File: src/verilog/pipe_pkg.sv
package pipe_pkg;

    ////////////////////
    // Data and memory geometry

    localparam int LINE_WIDTH = 32;
    localparam int ADDR_WIDTH = 8;
    localparam int BRAM_DEPTH = 1 << ADDR_WIDTH;

    ////////////////////
    // Configuration word layout

    localparam int CFG_WIDTH = 32;

    // Shared by read and write config
    localparam int CFG_OFFSET_LSB = 0;
    localparam int CFG_OFFSET_MSB = 15;

    // Read config only
    localparam int CFG_LENGTH_LSB = 16;
    localparam int CFG_LENGTH_MSB = 31;

    ////////////////////
    // Line FIFO sizing

    localparam int FIFO_DEPTH = 16;

    // Re register, BRAM read and add stage can hold three lines, plus one spare
    localparam int FIFO_SLACK = 4;

endpackage

File: src/verilog/line_fifo.sv
`timescale 1ns/1ps

module line_fifo import pipe_pkg::*;
#(
    parameter int DEPTH = FIFO_DEPTH
)
(
    input  logic                  clk,
    input  logic                  reset,

    input  logic                  push,
    input  logic [LINE_WIDTH-1:0] push_data,

    input  logic                  pop,
    output logic [LINE_WIDTH-1:0] pop_data,

    output logic                  empty,
    output logic                  almostfull
);

    logic [LINE_WIDTH-1:0]      mem [DEPTH];
    logic [$clog2(DEPTH)-1:0]   wr_ptr;
    logic [$clog2(DEPTH)-1:0]   rd_ptr;
    logic [$clog2(DEPTH):0]     count;
    logic                       full;

    assign full       = (count == ($clog2(DEPTH)+1)'(DEPTH));
    assign empty      = (count == '0);
    assign almostfull = (count >= ($clog2(DEPTH)+1)'(DEPTH - FIFO_SLACK));

    // Head line shown without a register
    assign pop_data = mem[rd_ptr];

    always_ff @(posedge clk)
    begin
        if (push)
        begin
            mem[wr_ptr] <= push_data;
        end
    end

    always_ff @(posedge clk)
    begin
        if (reset)
        begin
            wr_ptr <= '0;
            rd_ptr <= '0;
            count  <= '0;
        end
        else
        begin
            if (push)
            begin
                wr_ptr <= wr_ptr + 1'b1;
            end
            if (pop)
            begin
                rd_ptr <= rd_ptr + 1'b1;
            end
            case ({push, pop})
                2'b10:   count <= count + 1'b1;
                2'b01:   count <= count - 1'b1;
                default: count <= count;
            endcase
        end
    end

    ////////////////////
    // Checks

    // Upstream must have stopped on almostfull early enough
    assert property (@(posedge clk) disable iff (reset) full |-> !push);

    // Write engine must only drain a non-empty FIFO
    assert property (@(posedge clk) disable iff (reset) empty |-> !pop);

endmodule

File: config.mk
export PLATFORM = sky130hd
export DESIGN_NAME = line_fifo
export DESIGN_NICKNAME = d
export VERILOG_FILES = /design/src/verilog/pipe_pkg.sv /design/src/verilog/line_fifo.sv
export SDC_FILE = /design/constraint.sdc
export NUM_CORES = 1
export LEC_CHECK = 0
export BUFFER_PORTS_ARGS = -buffer_cell sky130_fd_sc_hd__clkbuf_2
export CORE_ASPECT_RATIO = 0.6
export CORE_MARGIN = 2
export CORE_UTILIZATION = 69
export CTS_BUF_LIST = sky130_fd_sc_hd__clkbuf_8
export DETAILED_ROUTE_END_ITERATION = 10
export PLACE_DENSITY = 0.95
export SYNTH_ARGS = -nofsm -noshare
export SYNTH_HDL_FRONTEND = slang
export SYNTH_SLANG_ARGS = --single-unit
File: constraint.sdc
create_clock -name clk -period 4.03 [get_ports clk]
set_input_delay 0.2015 -clock clk [delete_from_list [all_inputs] [get_ports clk]]
set_output_delay 0.2015 -clock clk [all_outputs]
set_load 0.02 [all_outputs]
==> results.md <==
- Yosys reg bits: 529
- Post-DRT Antenna Nets: 0
- H-Tree Depth: 3
- Tcrit/Tclk final: 75.7%
- Setup crit end kind: output pin
- Synth-to-Final Area Change: 11.4%
- Synth Area per Inst: 24.9 um2
- Pleak: 7.19 nW
- Max VDD drop: 0.278 mV
- Final min period: approximately 3.1 ns
- Routability cong.: 0.742
- Hold Slack: 0.527 ns
- Critical path arrival: 2.85 ns
- Dominant synthesized flop cell: edfxtp_1
- Initial antenna violation count: 2
- Pwr dens: 478 nW/um2
- Clock transition at path regs: ~0.070 ns
- Global-route wire length before repair: roughly 63 mm
- # rows: 48
- Sequential area share after synthesis: 77.8%
- Post-CTS resize count: 0
- Post-synth top area share: between 70% and 80%
- Clock skew: 0.0243 ns
- Slew headroom: 15.4%
- Drt total wl: about 43 mm
- # DRC: 0
- Ports: 70
- Clock latency on the worst-skew pair: 0.64 ns
- Starting Density: 70.3%
- Worst slew pin tran: 1.27 ns
- Clock Root Buffer: clkbuf_8
- Post-CTS Setup Inserts: 0
- I/O Buffers: between 60 and 70
- Synth Instances: 813
- Max Cap Viol: 0
- GRT Total Usage: 29.3%
- Critical Path RT: 3.83 ns
- CTS Buffer Depth: 3
- Vias post-DR: 9,491
- Yosys warns: 0
- Post-synth EDFFs: 512
- Num CTS Buffers: 73
- Share of layout cells above drive strength 1: 33.8%
- Core area: approximately 29,000 um2
- Flop-to-flop setup slack: 1.65 ns
- Status: finished clean
- Sinks on the clock net: 529
- Setup tns final: 0 ns
- Crit path max fanout: 32
- Drt via density: 6.83
- Final setup violation count: 0
- RSZ-0062 raised after global routing: no
- Wire per inst: roughly 31 um
- Top post-synthesis cells by count: 512 x edfxtp_1, 155 x mux4_2, 17 x dfxtp_1, 16 x and2_1, 15 x buf_6
- Syn_nets: 857
- Worst setup SP type: flop
- Hold path start: push_data[10]
- Asr flop ratio synth: 0%
- Highest Clock Rate: 328 MHz
- Worst Hold Class: input port to flop
- CTS tree: yes
- Largest net degree at the start of global routing: 56
- Iteration-0 DRC Markers: approximately 1,300
- Cell with the most instances after synthesis: edfxtp_1
- Vias in the first global route: 9,882
- Die X: 225 um
- Area of the mapped netlist: 20,200 um2
- Die Ht: 137 um
- Top post-synthesis cells by area: edfxtp_1 76%, mux4_2 17%, dfxtp_1 1.7%
- Detailed placement HPWL: 21.5 mm
- Final Net Count: 1,009
- Final hold violation count: 0
- FF-to-FF Start: wr_ptr[3]
- Yosys top cell by area: edfxtp_1
- Crit Path Class: flop to output pin
- Final slew viol count: 0
- Pre-antenna DRT Iters: 7
- Die Area: 30,700 um2
- Grt ovf: 0
- Synth unique cells: 35
==> state kept, by name, summed over array words and instances, names as in the netlist, named ones only <==
| name | count |
|---|---|
| count | 5 |
| wr_ptr | 4 |
| rd_ptr | 4 |
| mem | 512 |
==> timing repair <==
action | 4_1_cts | 5_1_grt
endpoints found under the hold margin | 509 | 0
endpoints found under the setup margin | 0 | 0
hold buffers | 36 | 0
==> power breakdown <==
| part | internal, mW | switching (mW) | total, mW |
|---|---|---|---|
| logic | 0.406 | 0.466 | 0.872 |
| clock network | 1.82 | 1.91 | 3.73 |
| registers | 6.11 | 0.0451 | 6.15 |
==> worst max-delay path, stage by stage (launching register included) <==
cell and delay (ns):
dfxtp_4 0.38, buf_4 0.52, mux4_2 0.59, mux4_2 0.54
clkbuf_2 0.19
==> worst paths after layout <==
| path | to | cells after the start |
|---|---|---|
| worst max-delay path | pop_data[20] | 4 |
| worst min-delay path | mem[4][10] | 2 |
| worst max register to register | mem[8][22] | 3 |
| worst min register to register | flop | 2 |
==> placed cells by master, fill, tap and decap left out, drive strengths merged, types with 5 or more instances in the layout <==
cell type and count:
a21oi 5, and2 16, buf 10, clkbuf 146, clkinv 15, dfxtp 17
dlygate4sd3 36, edfxtp 512, ha 8, inv 31, mux4 160, nor2 14
xor2 7
==> kinds of logic after synthesis <==
kind of cell | synth area share [%]
multiplexers | 18.2
flip-flops | 77.8
AO/OA/AOI/OAI | 0.378
XOR/XNOR | 0.390
buffers and inverters | 1.52
adder cells (fa/ha/maj) | 0.495
AND/OR/NAND/NOR | 1.28
==> per-layer routing <==
layer | part of all wire [%] | global-route usage (%) | vias up
met4 | 2.8 | 11.8 | 0
li1 | - | - | 3808
met5 | 0 | 0 | -
met1 | 37 | 39.9 | 4958
met3 | 9.2 | 6.91 | 110
met2 | 51 | 47.5 | 615
==> per-stage QoR <==
stage / area, um2 / setup slack (ns) / instances / power (mW) / utilization, %
after floorplan: 20200 / 1.97 / 813 / 6.85 / -
after global placement: 20900 / 1.63 / 1229 / 7.06 / 72.6
after detailed placement: 20900 / 1.58 / 1229 / 7.11 / 72.6
after CTS: 22500 / 0.901 / 1388 / 10.8 / 78.2
after global routing: 22500 / 0.835 / 1390 / 11.1 / 78.2
final: 22500 / 0.978 / 1390 / 10.8 / 78.2
==> cell type report <==
type	count	area [um2]
Clock buffer	77	1060
Fill cell	1286	6260
Multi-Input combinational cell	243	4210
Timing Repair Buffer	115	818
Clock inverter	46	213
Antenna cell	2	5.00
Inverter	3	11.3
Tap cell	375	469
Sequential cell	529	15700
Power figures use the tool's default switching activity.
