[src/verilog/pipe_pkg.sv]
package pipe_pkg;

    ////////////////////
    // Data and memory geometry

    localparam int LINE_WIDTH = 32;
    localparam int ADDR_WIDTH = 8;
    localparam int BRAM_DEPTH = 1 << ADDR_WIDTH;

    ////////////////////
    // Configuration word layout

    localparam int CFG_WIDTH = 32;

    // Shared by read and write config
    localparam int CFG_OFFSET_LSB = 0;
    localparam int CFG_OFFSET_MSB = 15;

    // Read config only
    localparam int CFG_LENGTH_LSB = 16;
    localparam int CFG_LENGTH_MSB = 31;

    ////////////////////
    // Line FIFO sizing

    localparam int FIFO_DEPTH = 16;

    // Re register, BRAM read and add stage can hold three lines, plus one spare
    localparam int FIFO_SLACK = 4;

endpackage

[src/verilog/add_stage.sv]
`timescale 1ns/1ps

module add_stage import pipe_pkg::*;
(
    input  logic                  clk,
    input  logic                  reset,

    input  logic                  load,
    input  logic [LINE_WIDTH-1:0] add_value,

    input  logic                  in_valid,
    input  logic [LINE_WIDTH-1:0] in_data,

    output logic                  out_valid,
    output logic [LINE_WIDTH-1:0] out_data
);

    logic [LINE_WIDTH-1:0] add_q;
    logic [LINE_WIDTH:0]   sum;

    // Extra bit catches the carry out
    assign sum = {1'b0, in_data} + {1'b0, add_q};

    always_ff @(posedge clk)
    begin
        if (load)
        begin
            add_q <= add_value;
        end
    end

    always_ff @(posedge clk)
    begin
        if (in_valid)
        begin
            // Clamp to all ones on overflow
            out_data <= sum[LINE_WIDTH] ? '1 : sum[LINE_WIDTH-1:0];
        end
    end

    always_ff @(posedge clk)
    begin
        if (reset)
        begin
            out_valid <= 1'b0;
        end
        else
        begin
            out_valid <= in_valid;
        end
    end

endmodule

[config.mk]
export PLATFORM = sky130hd
export DESIGN_NAME = add_stage
export DESIGN_NICKNAME = d
export VERILOG_FILES = /design/src/verilog/pipe_pkg.sv /design/src/verilog/add_stage.sv
export SDC_FILE = /design/constraint.sdc
export NUM_CORES = 1
export LEC_CHECK = 0
export BUFFER_PORTS_ARGS = -buffer_cell sky130_fd_sc_hd__buf_2
export CAP_MARGIN = 40
export CORE_ASPECT_RATIO = 1.2
export CORE_MARGIN = 2
export CORE_UTILIZATION = 30
export CTS_BUF_LIST = sky130_fd_sc_hd__clkbuf_16
export DETAILED_ROUTE_END_ITERATION = 8
export HOLD_SLACK_MARGIN = 0.15
export PLACE_DENSITY_LB_ADDON = 0.15
export SYNTH_ARGS = -nofsm -noshare
export SYNTH_HDL_FRONTEND = slang
export SYNTH_SLANG_ARGS = --single-unit
[constraint.sdc]
create_clock -name clk -period 4.2 [get_ports clk]
set_input_delay 0.42 -clock clk [delete_from_list [all_inputs] [get_ports clk]]
set_output_delay 0.42 -clock clk [all_outputs]
set_load 0.03 [all_outputs]
==> run summary <==
Area Overhead vs Synth - 23.7%
initial antenna violation count - 0
delay-heaviest family, CP - compound AO/OA/AOI/OAI gates
f_max - 298 MHz
Finished Core Util - 0.382
Worst setup EP type - flip-flop
clock skew - 0.00645 ns
final setup fails - 0
Syn. warnings - 0
Wirelength per Cell - 14.9 um
Post-CTS Setup Inserts - 0
TNS Setup - 0 ns
slowest stage delay, CP - 0.44 ns
Die Y - 129 um
Psw - 693 uW
detailed placer's ending HPWL - 7230 um
post-route cell area - 0.00485 sq mm
crit-path max FO - 21
Clock Pin Slew Worst Setup and Hold Paths - 0.06 ns
Post-synth EDFFs - 64
total vias in the final route - 3023
critical path type - reg2reg
io pins - 101
min Tclk post-route - 3.36 ns
Nets - 552
CTS HTree Levels - 3
initial core utilization - 0.308
DR pass1 iterations - 4
number of core rows - 45
Syn Std Cell Area - 0.00393 sq mm
vias in the first global route - 2947
sequential area share after synthesis - 0.495
share of layout cells above drive strength 1 - 0.283
Port-buffer cells - 100
clock sink count - 65
Final Max Slew Viols - 0
Final GP Congestion - 0.798
area of the core - 0.0127 sq mm
Cell variety after synth - 51
Hold WC Path Type - in2reg
RSZ-0062 raised after global routing - false
Iter 0 DRT Violations - 130
worst r2r src - add_q[0]$_DFFE_PP_
Clk network pwr share - 0.322
Hold-fix buffers, CTS - 0
clk buf depth - 2
sequential power share - 0.390
cts bufs inserted - 9
#FFs+latches synth - 65
area of the multi-input gates - 0.00190 sq mm
gr usage total - 0.136
first-pass GRT wire length - 14500 um
switching part of the total - 0.326
max cap viols - 0
period utilisation layout - 0.800
syn_area_per_cell - 11.2 sq um
CTS resizes - 0
Hold Crit Start - reset
worst setup margin - 0.839 ns
largest area contributor in the netlist - edfxtp_1
share of the synthesized area in the top cell type - 0.490
# diodes - 0
worst-margin pin slew - 0.915 ns
DR DRC count - 0
PD cells - 438 mW/mm^2
R2R Setup Slk - 0.84 ns
Synth area leaders - edfxtp_1 (49%), ha_1 (10%), nand2_1 (3.5%)
normalized max-slew margin - 0.382
fillers - 1331
FFs w/ async S/R, synth - 0
die width - 108 um
Vias/cell - 4.88
Critical Path AT - 3.44 ns
sequential cell area - 0.00194 sq mm
Static Leakage - 2.04 nW
DRT Wirelength - 9260 um
Int Pwr - 1.44 mW
pre-CTS setup slack - 0.644 ns
CP startpoint kind - flip-flop
Bufs and invs on worst path - 1
CP required - 4.28 ns
placed inst area - 0.00458 sq mm
Gate Count Post-Synth - 350
GRT overflow - 0
Final Hold Fails - 0
Peak VDD IR - 193 uV
CTS tree - built
slowest cell on the critical path - fa_1
largest net degree at the start of global routing - 34
net count after synthesis - 451
status - complete, no violations
combinational share of power - 0.288
Root Buffer - clkbuf_16
Worst-Skew Late Latency - 0.33 ns
Worst Setup SP - add_q[0]$_DFFE_PP_
CP cell instances - ha_1 -> fa_1 -> a211oi_2 -> o21bai_2 -> o311ai_4 -> a31oi_1 -> or3_4 -> a31oi_4 -> buf_4 -> o21ai_1
die footprint - 0.0140 sq mm
Detail Route Antenna Nets - 0
commonest register cell after synthesis - edfxtp_1
cell type report:
type | instances | area share
clock buffers | 9 | 0.0464
clock inverters | 7 | 0.00979
inverters | 7 | 0.00541
multi-input cells | 267 | 0.391
flip-flops and latches | 65 | 0.400
well taps | 164 | 0.0423
repair buffers | 101 | 0.105
layer usage:
metal / vias up / track usage / part of all wire
li1: 1533 / - / -
met1: 1384 / 0.176 / 0.46
met2: 92 / 0.216 / 0.46
met3: 14 / 0.0272 / 0.056
met4: 0 / 0.0649 / 0.023
met5: - / 0 / 0
stage by stage:
step / instances / hold WS [ns] / total power [mW]
3_3_place_gp: 604 / 0.580 / 1.46
4_1_cts: 620 / 0.228 / 2.16
5_1_grt: 620 / 0.237 / 2.25
6_report: 620 / 0.238 / 2.13
3_5_place_dp: 604 / 0.584 / 1.46
2_1_floorplan: 350 / 0.492 / 1.28
placed cells by master (no fill, tap or decap), drive strengths merged, types with 4 or more instances in the layout:
master  count
a211oi     11
a21o       16
a21oi      23
a31oi       4
and3        8
buf       101
clkbuf      9
clkinv      5
edfxtp     64
ha         32
inv         7
nand2      37
nand2b      8
nand3       7
nand4       4
nor2       22
nor3       10
o211ai      6
o21ai      19
o21bai      5
xnor2      12
xor2       11
flip-flops by register name, indices dropped and copies added, names as in the netlist:
| register | count |
|---|---|
| add_q | 32 |
| out_data | 32 |
| out_valid | 1 |
worst reg2reg max path, stage by stage (launching register included):
cell      delay (ns)
edfxtp_1        0.36
ha_1            0.23
fa_1            0.44
a211oi_2        0.29
o21bai_2        0.15
o311ai_4        0.35
a31oi_1         0.13
or3_4           0.39
a31oi_4         0.36
buf_4           0.31
o21ai_1         0.10
power by group through the flow:
stage                     Clock [mW]  Combinational (mW)  Sequential (mW)
after global routing           0.731               0.680            0.837
after CTS                      0.706               0.618            0.832
after floorplan                    0               0.347            0.937
final                          0.685               0.612            0.831
after global placement             0               0.611            0.846
after detailed placement           0               0.615            0.845
path summary, 6_finish.rpt:
| check | endpoint | depth (start not counted) |
|---|---|---|
| setup / recovery | out_data[8]$_SDFFCE_PP1P_ | 10 |
| hold / removal | out_valid$_SDFF_PP0_ | 2 |
| setup reg to reg | out_data[8]$_SDFFCE_PP1P_ | 10 |
| hold reg to reg | out_data[0]$_SDFFCE_PP1P_ | 2 |
cells by family (layout without fill, tap and decap cells):
family / after synthesis / in the layout / share of synthesized area
AND/OR/NAND/NOR: 107 / 107 / 0.130
buffers and inverters: 18 / 124 / 0.0210
adder cells (fa/ha/maj): 33 / 33 / 0.107
multiplexers: 1 / 1 / 0.00287
XOR/XNOR: 23 / 23 / 0.0513
flip-flops: 65 / 65 / 0.495
AO/OA/AOI/OAI: 103 / 103 / 0.193
Yosys cell counts (all sizes together) (5+ instances only):
cell	count
nor3	10
ha	32
clkbuf	8
a21o	16
nor2	22
nand2	37
o211ai	6
nand3	7
xor2	11
edfxtp	64
and3	8
o21ai	19
nand2b	8
xnor2	12
o21bai	5
inv	7
a21oi	23
a211oi	11
Note: power is estimated with default switching activity, not from simulation.
