### config.mk
export PLATFORM = sky130hd
export DESIGN_NAME = read_bram
export DESIGN_NICKNAME = d
export VERILOG_FILES = /design/src/verilog/pipe_pkg.sv /design/src/verilog/read_bram.sv
export SDC_FILE = /design/constraint.sdc
export NUM_CORES = 1
export LEC_CHECK = 0
export BUFFER_PORTS_ARGS = -buffer_cell sky130_fd_sc_hd__buf_4
export CAP_MARGIN = 40
export CORE_MARGIN = 4
export CORE_UTILIZATION = 52
export CTS_BUF_LIST = sky130_fd_sc_hd__clkbuf_8 sky130_fd_sc_hd__clkbuf_16
export CTS_CLUSTER_DIAMETER = 120
export DETAILED_ROUTE_END_ITERATION = 7
export GPL_TIMING_DRIVEN = 0
export PLACE_DENSITY = 0.84
export SYNTH_ARGS = -nofsm -noshare
export SYNTH_HDL_FRONTEND = slang
export SYNTH_SLANG_ARGS = --single-unit
### constraint.sdc
create_clock -name clk -period 4.95 [get_ports clk]
set_input_delay 0.7425 -clock clk [delete_from_list [all_inputs] [get_ports clk]]
set_output_delay 0.7425 -clock clk [all_outputs]
set_load 0.05 [all_outputs]
### src/verilog/pipe_pkg.sv
package pipe_pkg;

    ////////////////////
    // Data and memory geometry

    localparam int LINE_WIDTH = 32;
    localparam int ADDR_WIDTH = 8;
    localparam int BRAM_DEPTH = 1 << ADDR_WIDTH;

    ////////////////////
    // Configuration word layout

    localparam int CFG_WIDTH = 32;

    // Shared by read and write config
    localparam int CFG_OFFSET_LSB = 0;
    localparam int CFG_OFFSET_MSB = 15;

    // Read config only
    localparam int CFG_LENGTH_LSB = 16;
    localparam int CFG_LENGTH_MSB = 31;

    ////////////////////
    // Line FIFO sizing

    localparam int FIFO_DEPTH = 16;

    // Re register, BRAM read and add stage can hold three lines, plus one spare
    localparam int FIFO_SLACK = 4;

endpackage

### src/verilog/read_bram.sv
`timescale 1ns/1ps

module read_bram import pipe_pkg::*;
(
    input  logic                  clk,
    input  logic                  reset,

    input  logic                  op_start,
    input  logic [CFG_WIDTH-1:0]  configreg,

    input  logic                  almostfull,
    output logic                  re,
    output logic [ADDR_WIDTH-1:0] raddr
);

    logic                                     busy;
    logic [CFG_OFFSET_MSB-CFG_OFFSET_LSB:0]   offset;
    logic [CFG_LENGTH_MSB-CFG_LENGTH_LSB:0]   length;
    logic [CFG_LENGTH_MSB-CFG_LENGTH_LSB:0]   count;

    always_ff @(posedge clk)
    begin
        if (reset)
        begin
            busy <= 1'b0;
            re   <= 1'b0;
        end
        else
        begin
            re <= 1'b0;
            if (!busy)
            begin
                if (op_start)
                begin
                    offset <= configreg[CFG_OFFSET_MSB:CFG_OFFSET_LSB];
                    length <= configreg[CFG_LENGTH_MSB:CFG_LENGTH_LSB];
                    count  <= '0;
                    // Nothing to fetch for a zero length
                    busy   <= (configreg[CFG_LENGTH_MSB:CFG_LENGTH_LSB] != '0);
                end
            end
            else if (count < length && !almostfull)
            begin
                re    <= 1'b1;
                raddr <= offset[ADDR_WIDTH-1:0] + count[ADDR_WIDTH-1:0];
                count <= count + 1'b1;
                if (count == length - 1'b1)
                begin
                    busy <= 1'b0;
                end
            end
        end
    end

endmodule

==> flow_summary.json, run 1 <==
{
  "status": "complete, no violations",
  "start_kind": "flip-flop",
  "cpPeakStageDelay_ns": 0.51,
  "hold_end": "raddr[0]",
  "hold_depth": 1,
  "tightestPinTransition_ns": 0.722,
  "r2r_cells": 9,
  "r2r_start": "length[6]",
  "syn_area_per_cell_um2": 11.4,
  "dr.pass1.iters": 5,
  "cts_buffer_depth": 2,
  "final_common_cell": "edfxtp_1",
  "grt_setup_unrepaired": "false",
  "wl_per_cell_um": 16.4,
  "cp_max_fo": 16,
  "initial_core_util": 0.552,
  "yosys_warnings": 0,
  "ir_drop_mv": 0.219,
  "cts.sinks": 50,
  "port_buffers": 36,
  "antenna_left": 0,
  "power_leakage_nw": 1.42,
  "critPathKind": "reg -> reg",
  "antenna_found_initial": 0,
  "syn2layout_area_growth_pct": 17.3,
  "grt_pass1_wl_mm": 10.9,
  "die_x_um": 85.4,
  "maxCapViolations": 0,
  "cts_tree": "built",
  "end_kind": "flip-flop",
  "crit_family": "simple AND/OR/NAND/NOR gates",
  "grt_use_total": 0.188,
  "rr_endpoint": "count[9]",
  "fmax_ghz": 0.340,
  "hold_viol_final": 0,
  "met2_usage": 0.328,
  "h-tree-depth": 2,
  "slowest_stage": "edfxtp_1",
  "mostFrequentLayoutCells": "edfxtp_1, buf_4, xnor2_1, ha_1, inv_1",
  "grt_start_max_net_pins": 18,
  "finalSetupViolCount": 0,
  "cts.clk_slew.worst_paths_ns": 0.10,
  "setup-tns-final_ns": 0,
  "die_y_um": 85.4,
  "grt_pass1_vias": 2244,
  "post_cts_buffers": 0,
  "period_share": 0.593,
  "worst-path-buf-inv": 2,
  "layout-drive-gt1-share": 0.174,
  "drv_slew": 0,
  "slew_headroom": 0.514,
  "busiest_layer": "met2",
  "gp_congestion": 0.877,
  "vias_per_cell": 5.77,
  "yosysTopAreaCellShare": 0.463,
  "rows": 27,
  "grt_overflow": 0,
  "drc_errors": 0,
  "ys_types": 44,
  "cp_cell_sequence": "inv_1 -> ha_1 -> nand4_1 -> a21oi_1 -> a31oi_1 -> a211oi_1 -> nor3b_1 -> buf_2 -> or2_1",
  "drt_iter0_drc": 154,
  "coreArea_um2": 5640,
  "dieArea_um2": 7290,
  "yosys.area.top_type": "edfxtp_1",
  "skew_ns": 0.0102,
  "pin_count": 45,
  "cts_hold_buf": 0,
  "clk_latency_ns": 0.30,
  "syn-num-nets": 336,
  "power_density_nw_per_um2": 283,
  "synth_cells": 274,
  "ys_seq_area_frac": 0.476,
  "synth-seq-cells": 50,
  "syn_area_um2": 3110,
  "nNetsFinal": 382,
  "arrival_ns": 2.90,
  "cts_buffers": 5,
  "cts-root-buf": "clkbuf_8",
  "antennaDiodeCount": 0,
  "critPathRequiredTime_ns": 4.91,
  "total_power_mw": 1.03,
  "gr-usage-met1": 0.242,
  "vias": 2266,
  "ys_top_cells_by_area": "edfxtp_1, ha_1, xnor2_1",
  "routed_wl_mm": 6.43,
  "place_hpwl_mm": 5.01,
  "fin_crit_ns": 2.94,
  "gr-usage-met3": 0.0282,
  "cts-resized-gates": 0,
  "min_path_type": "reg -> reg",
  "r2r_setup_slack_ns": 2.01,
  "hp-start": "offset[0]"
}
-- where the power goes --
part / internal [mW] / switching (mW) / leakage [nW] / total [mW]
clock: 0.202 / 0.138 / 0.0683 / 0.340
sequential: 0.495 / 0.0278 / 0.466 / 0.522
combinational: 0.0806 / 0.0899 / 0.886 / 0.170
-- Yosys cell counts, drive strengths merged --
cell,count
or4,4
mux2i,3
a41oi,4
fa,1
or3,3
o21a,1
a21o,2
mux2,1
o41ai,1
a21boi,2
or2,1
xnor2,31
and3,5
xor2,9
inv,22
nand3,10
o2111a,1
o21ba,1
nor2b,3
a211oi,4
nand4,4
a31oi,3
nand2,10
clkbuf,5
nor4,9
nand3b,1
nor3b,2
a2111oi,1
nor2,10
o21bai,2
ha,25
and4,3
o21ai,9
edfxtp,48
dfxtp,2
and2,13
a21oi,7
nor3,6
nor4b,2
nand2b,3
-- per-stage QoR --
step	instance area, µm²	util	worst slack (ns)	instances	hold WS, ns
2_1_floorplan	3110	-	1.98	274	0.526
3_5_place_dp	3510	0.622	1.55	384	0.548
5_1_grt	3650	0.647	1.69	393	0.598
6_report	3650	0.647	2.01	393	0.564
3_3_place_gp	3470	0.616	1.24	382	0.543
4_1_cts	3650	0.646	1.57	392	0.571
-- sequential cells by signal, summed over array words and instances, names as in the netlist --
signal	cells
length	16
offset	8
count	16
re	1
busy	1
raddr	8
-- how the worst max path moves through the flow --
stage,start,cells past startpoint,slack [ns],endpoint
4_1_cts,count[15],7,1.57,count[9]
6_report,length[6],9,2.01,count[9]
5_1_grt,count[15],8,1.69,count[9]
2_1_floorplan,length[5],8,1.98,count[0]
3_5_place_dp,almostfull,7,1.55,count[15]
3_3_place_gp,almostfull,7,1.24,count[14]
-- final cells by class --
class / instances / area (µm²)
sequential: 50 / 1480
timing repair buffer: 39 / 308
multi-input combinational: 197 / 1530
clock buffer: 5 / 68.8
clock inverter: 3 / 68.8
buffer: 5 / 18.8
fill: 414 / 1990
tap: 72 / 90.1
inverter: 22 / 82.6
-- metal layers --
metal / vias up / part of all wire
met5: - / 0
met3: 11 / 0.047
met4: 0 / 0.017
li1: 1098 / -
met1: 1103 / 0.43
met2: 54 / 0.51
-- cells by family (layout without fill, tap and decap cells) --
kind of cell,after synthesis,after routing,synth area share
compound gates,38,38,0.0820
fa+ha+maj,26,26,0.107
flops,50,50,0.476
buf+inv,27,74,0.0326
simple gates,89,89,0.174
mux,4,4,0.0133
xor+xnor,40,40,0.115
(Power assumes the default switching activity.)
==> run 2, diff against run 1 <==
--- a/config.mk
+++ b/config.mk
@@ -13,7 +13,7 @@
 export CTS_CLUSTER_DIAMETER = 120
 export DETAILED_ROUTE_END_ITERATION = 7
 export GPL_TIMING_DRIVEN = 0
-export PLACE_DENSITY = 0.84
+export PLACE_DENSITY = 0.86
 export SYNTH_ARGS = -nofsm -noshare
 export SYNTH_HDL_FRONTEND = slang
 export SYNTH_SLANG_ARGS = --single-unit
==> constraint.sdc (replaced) <==
create_clock -name clk -period 2.51 [get_ports clk]
set_input_delay 0.3765 -clock clk [delete_from_list [all_inputs] [get_ports clk]]
set_output_delay 0.3765 -clock clk [all_outputs]
set_load 0.05 [all_outputs]
==> flow_summary.json, run 2 (synthesis gave the netlist of run 1 again) <==
{
  "dr.pass1.iters": 5,
  "placedCellCount": 383,
  "utilization": 0.668,
  "gp_congestion": 0.881,
  "mostFrequentLayoutCells": "buf_4, edfxtp_1, xnor2_1, ha_1, inv_1",
  "die_y_um": 85.4,
  "coreArea_um2": 5640,
  "cts_buffers": 5,
  "layout-drive-gt1-share": 0.223,
  "status": "complete, no violations",
  "power_density_nw_per_um2": 557,
  "arrival_ns": 2.52,
  "tightestPinTransition_ns": 0.573,
  "setup-tns-final_ns": 0,
  "dieArea_um2": 7290,
  "cts_hold_buf": 0,
  "gr-usage-met1": 0.237,
  "pin_count": 45,
  "grt_start_max_net_pins": 18,
  "top_regs": "count x16, length x16",
  "clk_latency_ns": 0.31,
  "h-tree-depth": 2,
  "drt_iter0_drc": 130,
  "total_power_mw": 2.10,
  "power_leakage_nw": 1.48,
  "nNetsFinal": 393,
  "cp_max_fo": 8,
  "end_kind": "flip-flop",
  "period_share": 0.982,
  "whs_ns": 0.243,
  "stdcell_count": 404,
  "cts_tree": "built",
  "cts.clk_slew.worst_paths_ns": 0.10,
  "antenna_left": 0,
  "grt_overflow": 0,
  "drv_slew": 0,
  "grt_pass1_wl_mm": 11.4,
  "gr-usage-met3": 0.0311,
  "critPathKind": "reg -> reg",
  "met2_usage": 0.351,
  "fin_crit_ns": 2.47,
  "min_path_type": "in -> reg",
  "start_kind": "flip-flop",
  "vias": 2329,
  "final_common_cell": "buf_4",
  "syn2layout_area_growth_pct": 21.1,
  "rows": 27,
  "cts_buffer_depth": 2,
  "routed_wl_mm": 7.09,
  "wl_per_cell_um": 17.5,
  "grt_pass1_vias": 2402,
  "slew_headroom": 0.615,
  "fmax_ghz": 0.406,
  "drc_errors": 0,
  "hold_viol_final": 0,
  "die_x_um": 85.4,
  "busiest_layer": "met2",
  "critPathRequiredTime_ns": 2.57,
  "cts-root-buf": "clkbuf_8",
  "antenna_found_initial": 0,
  "grt_use_total": 0.199,
  "initial_core_util": 0.552,
  "finalSetupViolCount": 0,
  "cts.sinks": 50,
  "place_hpwl_mm": 5.21,
  "port_buffers": 36,
  "vias_per_cell": 5.76,
  "antennaDiodeCount": 0,
  "skew_ns": 0.0110,
  "ir_drop_mv": 0.442,
  "maxCapViolations": 0
}
run 2: where the power goes:
part	switching, mW	internal, mW
Combinational	0.194	0.181
Clock	0.270	0.425
Sequential	0.0549	0.975
Total	0.518	1.58
run 2: worst paths after layout:
check,from,slack [ns],cells past startpoint,to
max,length[7],0.04,8,count[13]
min,configreg[6],0.24,1,offset[6]
max reg2reg,length[7],0.04,8,count[13]
min reg2reg,offset[0],0.57,1,raddr[0]
run 2: timing repair:
action                                  4_1_cts  5_1_grt
setup buffers                                 1       12
gates cloned                                  0        1
endpoints found under the setup margin       25       25
pin swaps                                     2        4
resized for setup                             2        5
run 2: final cells by class:
cell class                 instances  area (µm²)
tap                               72        90.1
fill                             401        1870
multi-input combinational        198        1570
timing repair buffer              50         383
clock inverter                     2        60.1
inverter                          22        82.6
buffer                             4        15.0
sequential                        50        1480
clock buffer                       6        82.6
run 2: per-stage QoR:
stage / setup slack (ns) / area (µm²)
5_1_grt: -0.0732 / 3770
3_3_place_gp: -0.404 / 3480
2_1_floorplan: 0.0633 / 3120
4_1_cts: -0.000723 / 3660
3_5_place_dp: -0.411 / 3500
6_report: 0.0447 / 3770
run 2: metal layers:
metal  vias up  wire length (µm)  part of all wire
met5         -                 0                 0
met4         0               126             0.018
met3        10               222             0.031
met2        49              3750              0.53
met1      1144              2990              0.42
li1       1126                 -                 -
run 2: critical path: stages, from the launching register on:
cell,delay (ns)
edfxtp_1,0.52
inv_1,0.09
ha_1,0.31
nand4_1,0.13
a21oi_1,0.15
a31oi_1,0.13
a211oi_2,0.44
nor3b_4,0.11
or2_4,0.33
==> run 3, diff against run 2 <==
--- a/config.mk
+++ b/config.mk
@@ -5,6 +5,7 @@
 export SDC_FILE = /design/constraint.sdc
 export NUM_CORES = 1
 export LEC_CHECK = 0
+export ABC_AREA = 1
 export BUFFER_PORTS_ARGS = -buffer_cell sky130_fd_sc_hd__buf_4
 export CAP_MARGIN = 40
 export CORE_MARGIN = 4
==> flow_summary.json, run 3 <==
{
  "status": "complete, no violations",
  "cts.clk_slew.worst_paths_ns": 0.08,
  "drt_iter0_drc": 178,
  "yosys.area_share.adder": 0.104,
  "fmax_ghz": 0.421,
  "port_buffers": 36,
  "start_kind": "flip-flop",
  "clkPwrFrac": 0.252,
  "finalWorstSetupSlack_ns": 0.137,
  "comb_power_share": 0.174,
  "routed_wl_mm": 7.00,
  "end_kind": "flip-flop",
  "power_density_nw_per_um2": 470,
  "syn-num-nets": 435,
  "skew_ns": 0.00776,
  "die_x_um": 86.5,
  "ir_drop_mv": 0.446,
  "ys_top_cells_by_count": "nand2_1, inv_1, edfxtp_1, nor2_1, ha_1",
  "cts_buffers": 5,
  "ys_top_cells_by_area": "edfxtp_1, nand2_1, ha_1",
  "grt_overflow": 0,
  "top_regs": "count x16, length x16",
  "cts.sinks": 50,
  "gp_congestion": 0.918,
  "h-tree-depth": 2,
  "whs_ns": 0.247,
  "period_share": 0.945,
  "synth_flop_cell": "edfxtp_1",
  "cts-root-buf": "clkbuf_8",
  "drc_errors": 0,
  "ys_types": 28,
  "post-place-ws_ns": -0.218,
  "cts_hold_buf": 0,
  "fin_crit_ns": 2.37,
  "syn2layout_area_growth_pct": 16.0,
  "grt_use_total": 0.196,
  "antennaDiodeCount": 0,
  "drv_slew": 0,
  "synth-xor-area-share": 0.0493,
  "cp_max_fo": 16,
  "synth_cells": 373,
  "place_hpwl_mm": 5.42,
  "grt_pass1_vias": 2594,
  "switchingPower_uw": 466,
  "syn_area_per_cell_um2": 8.58,
  "grt_start_max_net_pins": 17,
  "ys_seq_area_frac": 0.463,
  "coreArea_um2": 5960,
  "utilization": 0.623,
  "vias_per_cell": 5.40,
  "antenna_left": 0,
  "synth-simple-area-share": 0.242,
  "fillers": 475,
  "final_common_cell": "nand2_1",
  "hold_viol_final": 0,
  "power_leakage_nw": 1.70,
  "critPathKind": "reg -> reg",
  "synth_top_family_by_area": "simple AND/OR/NAND/NOR gates",
  "synth-seq-cells": 50,
  "pin_count": 45,
  "total_power_mw": 1.74,
  "nNetsFinal": 481,
  "min_path_type": "in -> reg",
  "slew_headroom": 0.652,
  "layout-drive-gt1-share": 0.143,
  "arrival_ns": 2.39,
  "tightestPinTransition_ns": 0.521,
  "syn_area_um2": 3200,
  "dr.pass1.iters": 5,
  "synthMuxAreaShare": 0,
  "p_sw_frac": 0.267,
  "maxCapViolations": 0,
  "rows": 28,
  "synth_edf_count": 48,
  "grt_pass1_wl_mm": 11.5,
  "die_y_um": 86.5,
  "internal-power_mw": 1.28,
  "pwr-share-seq": 0.574,
  "mostFrequentLayoutCells": "nand2_1, inv_1, edfxtp_1, buf_4, nor2_1",
  "initial_core_util": 0.537,
  "vias": 2675,
  "yosysTopAreaCellShare": 0.450,
  "finalSetupViolCount": 0,
  "yosys.area.top_type": "edfxtp_1",
  "async_reset_ff_frac": 0,
  "antenna_found_initial": 0,
  "yosys_warnings": 0,
  "synth_compound_area_frac": 0.0680,
  "wl_per_cell_um": 14.1,
  "clk_latency_ns": 0.30,
  "dieArea_um2": 7470,
  "cts_tree": "built",
  "cts_buffer_depth": 2,
  "critPathRequiredTime_ns": 2.53,
  "yosys.cell_count.top_type": "nand2_1"
}
## run 3: logic make-up (layout without fill, tap and decap cells)
logic type,after synthesis,count (layout)
DFF,50,50
and+or+nand+nor,174,174
adders and majority gates,26,26
buffers and inverters,63,110
xor gates and xnor gates,18,18
AOI/OAI and AO/OA,42,42
## run 3: cell type report
cell class	instances	area, µm²	area share
Multi-Input combinational cell	260	1510	0.405
Clock buffer	5	68.8	0.0185
Clock inverter	3	12.5	0.00337
Buffer	2	8.76	0.00236
Tap cell	75	93.8	0.0253
Timing Repair Buffer	39	313	0.0843
Inverter	61	229	0.0617
Sequential cell	50	1480	0.399
## run 3: path summary, 6_finish.rpt
check | cells after the start | startpoint | slack (ns) | endpoint
worst min register to register | 2 | busy | 0.51 | busy
worst max-delay path | 13 | count[3] | 0.14 | count[14]
worst max register to register | 13 | count[3] | 0.14 | count[14]
worst min-delay path | 1 | configreg[7] | 0.25 | offset[7]
## run 3: through the flow
step / area (µm²) / std cells / TNS, ns
finish: 3710 / 495 / 0
global route: 3710 / 495 / -0.00200
detailed placement: 3590 / 485 / -3.91
global placement: 3570 / 484 / -2.74
CTS: 3680 / 493 / 0
floorplan: 3200 / 373 / 0
## run 3: power by group through the flow
stage / clock network, mW / logic, mW / registers, mW
after global routing: 0.482 / 0.342 / 1.01
final: 0.439 / 0.303 / 1.00
after CTS: 0.448 / 0.292 / 1.00
after detailed placement: 0 / 0.286 / 1.02
after global placement: 0 / 0.268 / 1.02
after floorplan: 0 / 0.184 / 1.02
## run 3: routing by layer
metal	vias up	global-route usage	routed length, µm	part of all wire
li1	1323	-	-	-
met1	1230	0.233	2840	0.41
met2	104	0.353	3580	0.51
met3	18	0.0314	406	0.058
met4	0	0.0779	177	0.025
met5	-	0	0	0
## run 3: worst max-delay path, stage by stage, from the launching register on
cell and delay [ns]:
edfxtp_1 0.52, ha_1 0.34, nand2_1 0.07, inv_1 0.04, nand2_1 0.06, nand2_1 0.07, nand2_1 0.07, nand2_1 0.07
nand2_1 0.06, nand2_1 0.05, nor2_1 0.21, nand2_2 0.16, a21oi_4 0.19, buf_12 0.17
## run 3: timing repair
item | 4_1_cts | 5_1_grt
setup buffers | 0 | 2
pin swaps | 0 | 1
endpoints found under the setup margin | 24 | 24
resized for setup | 2 | 2
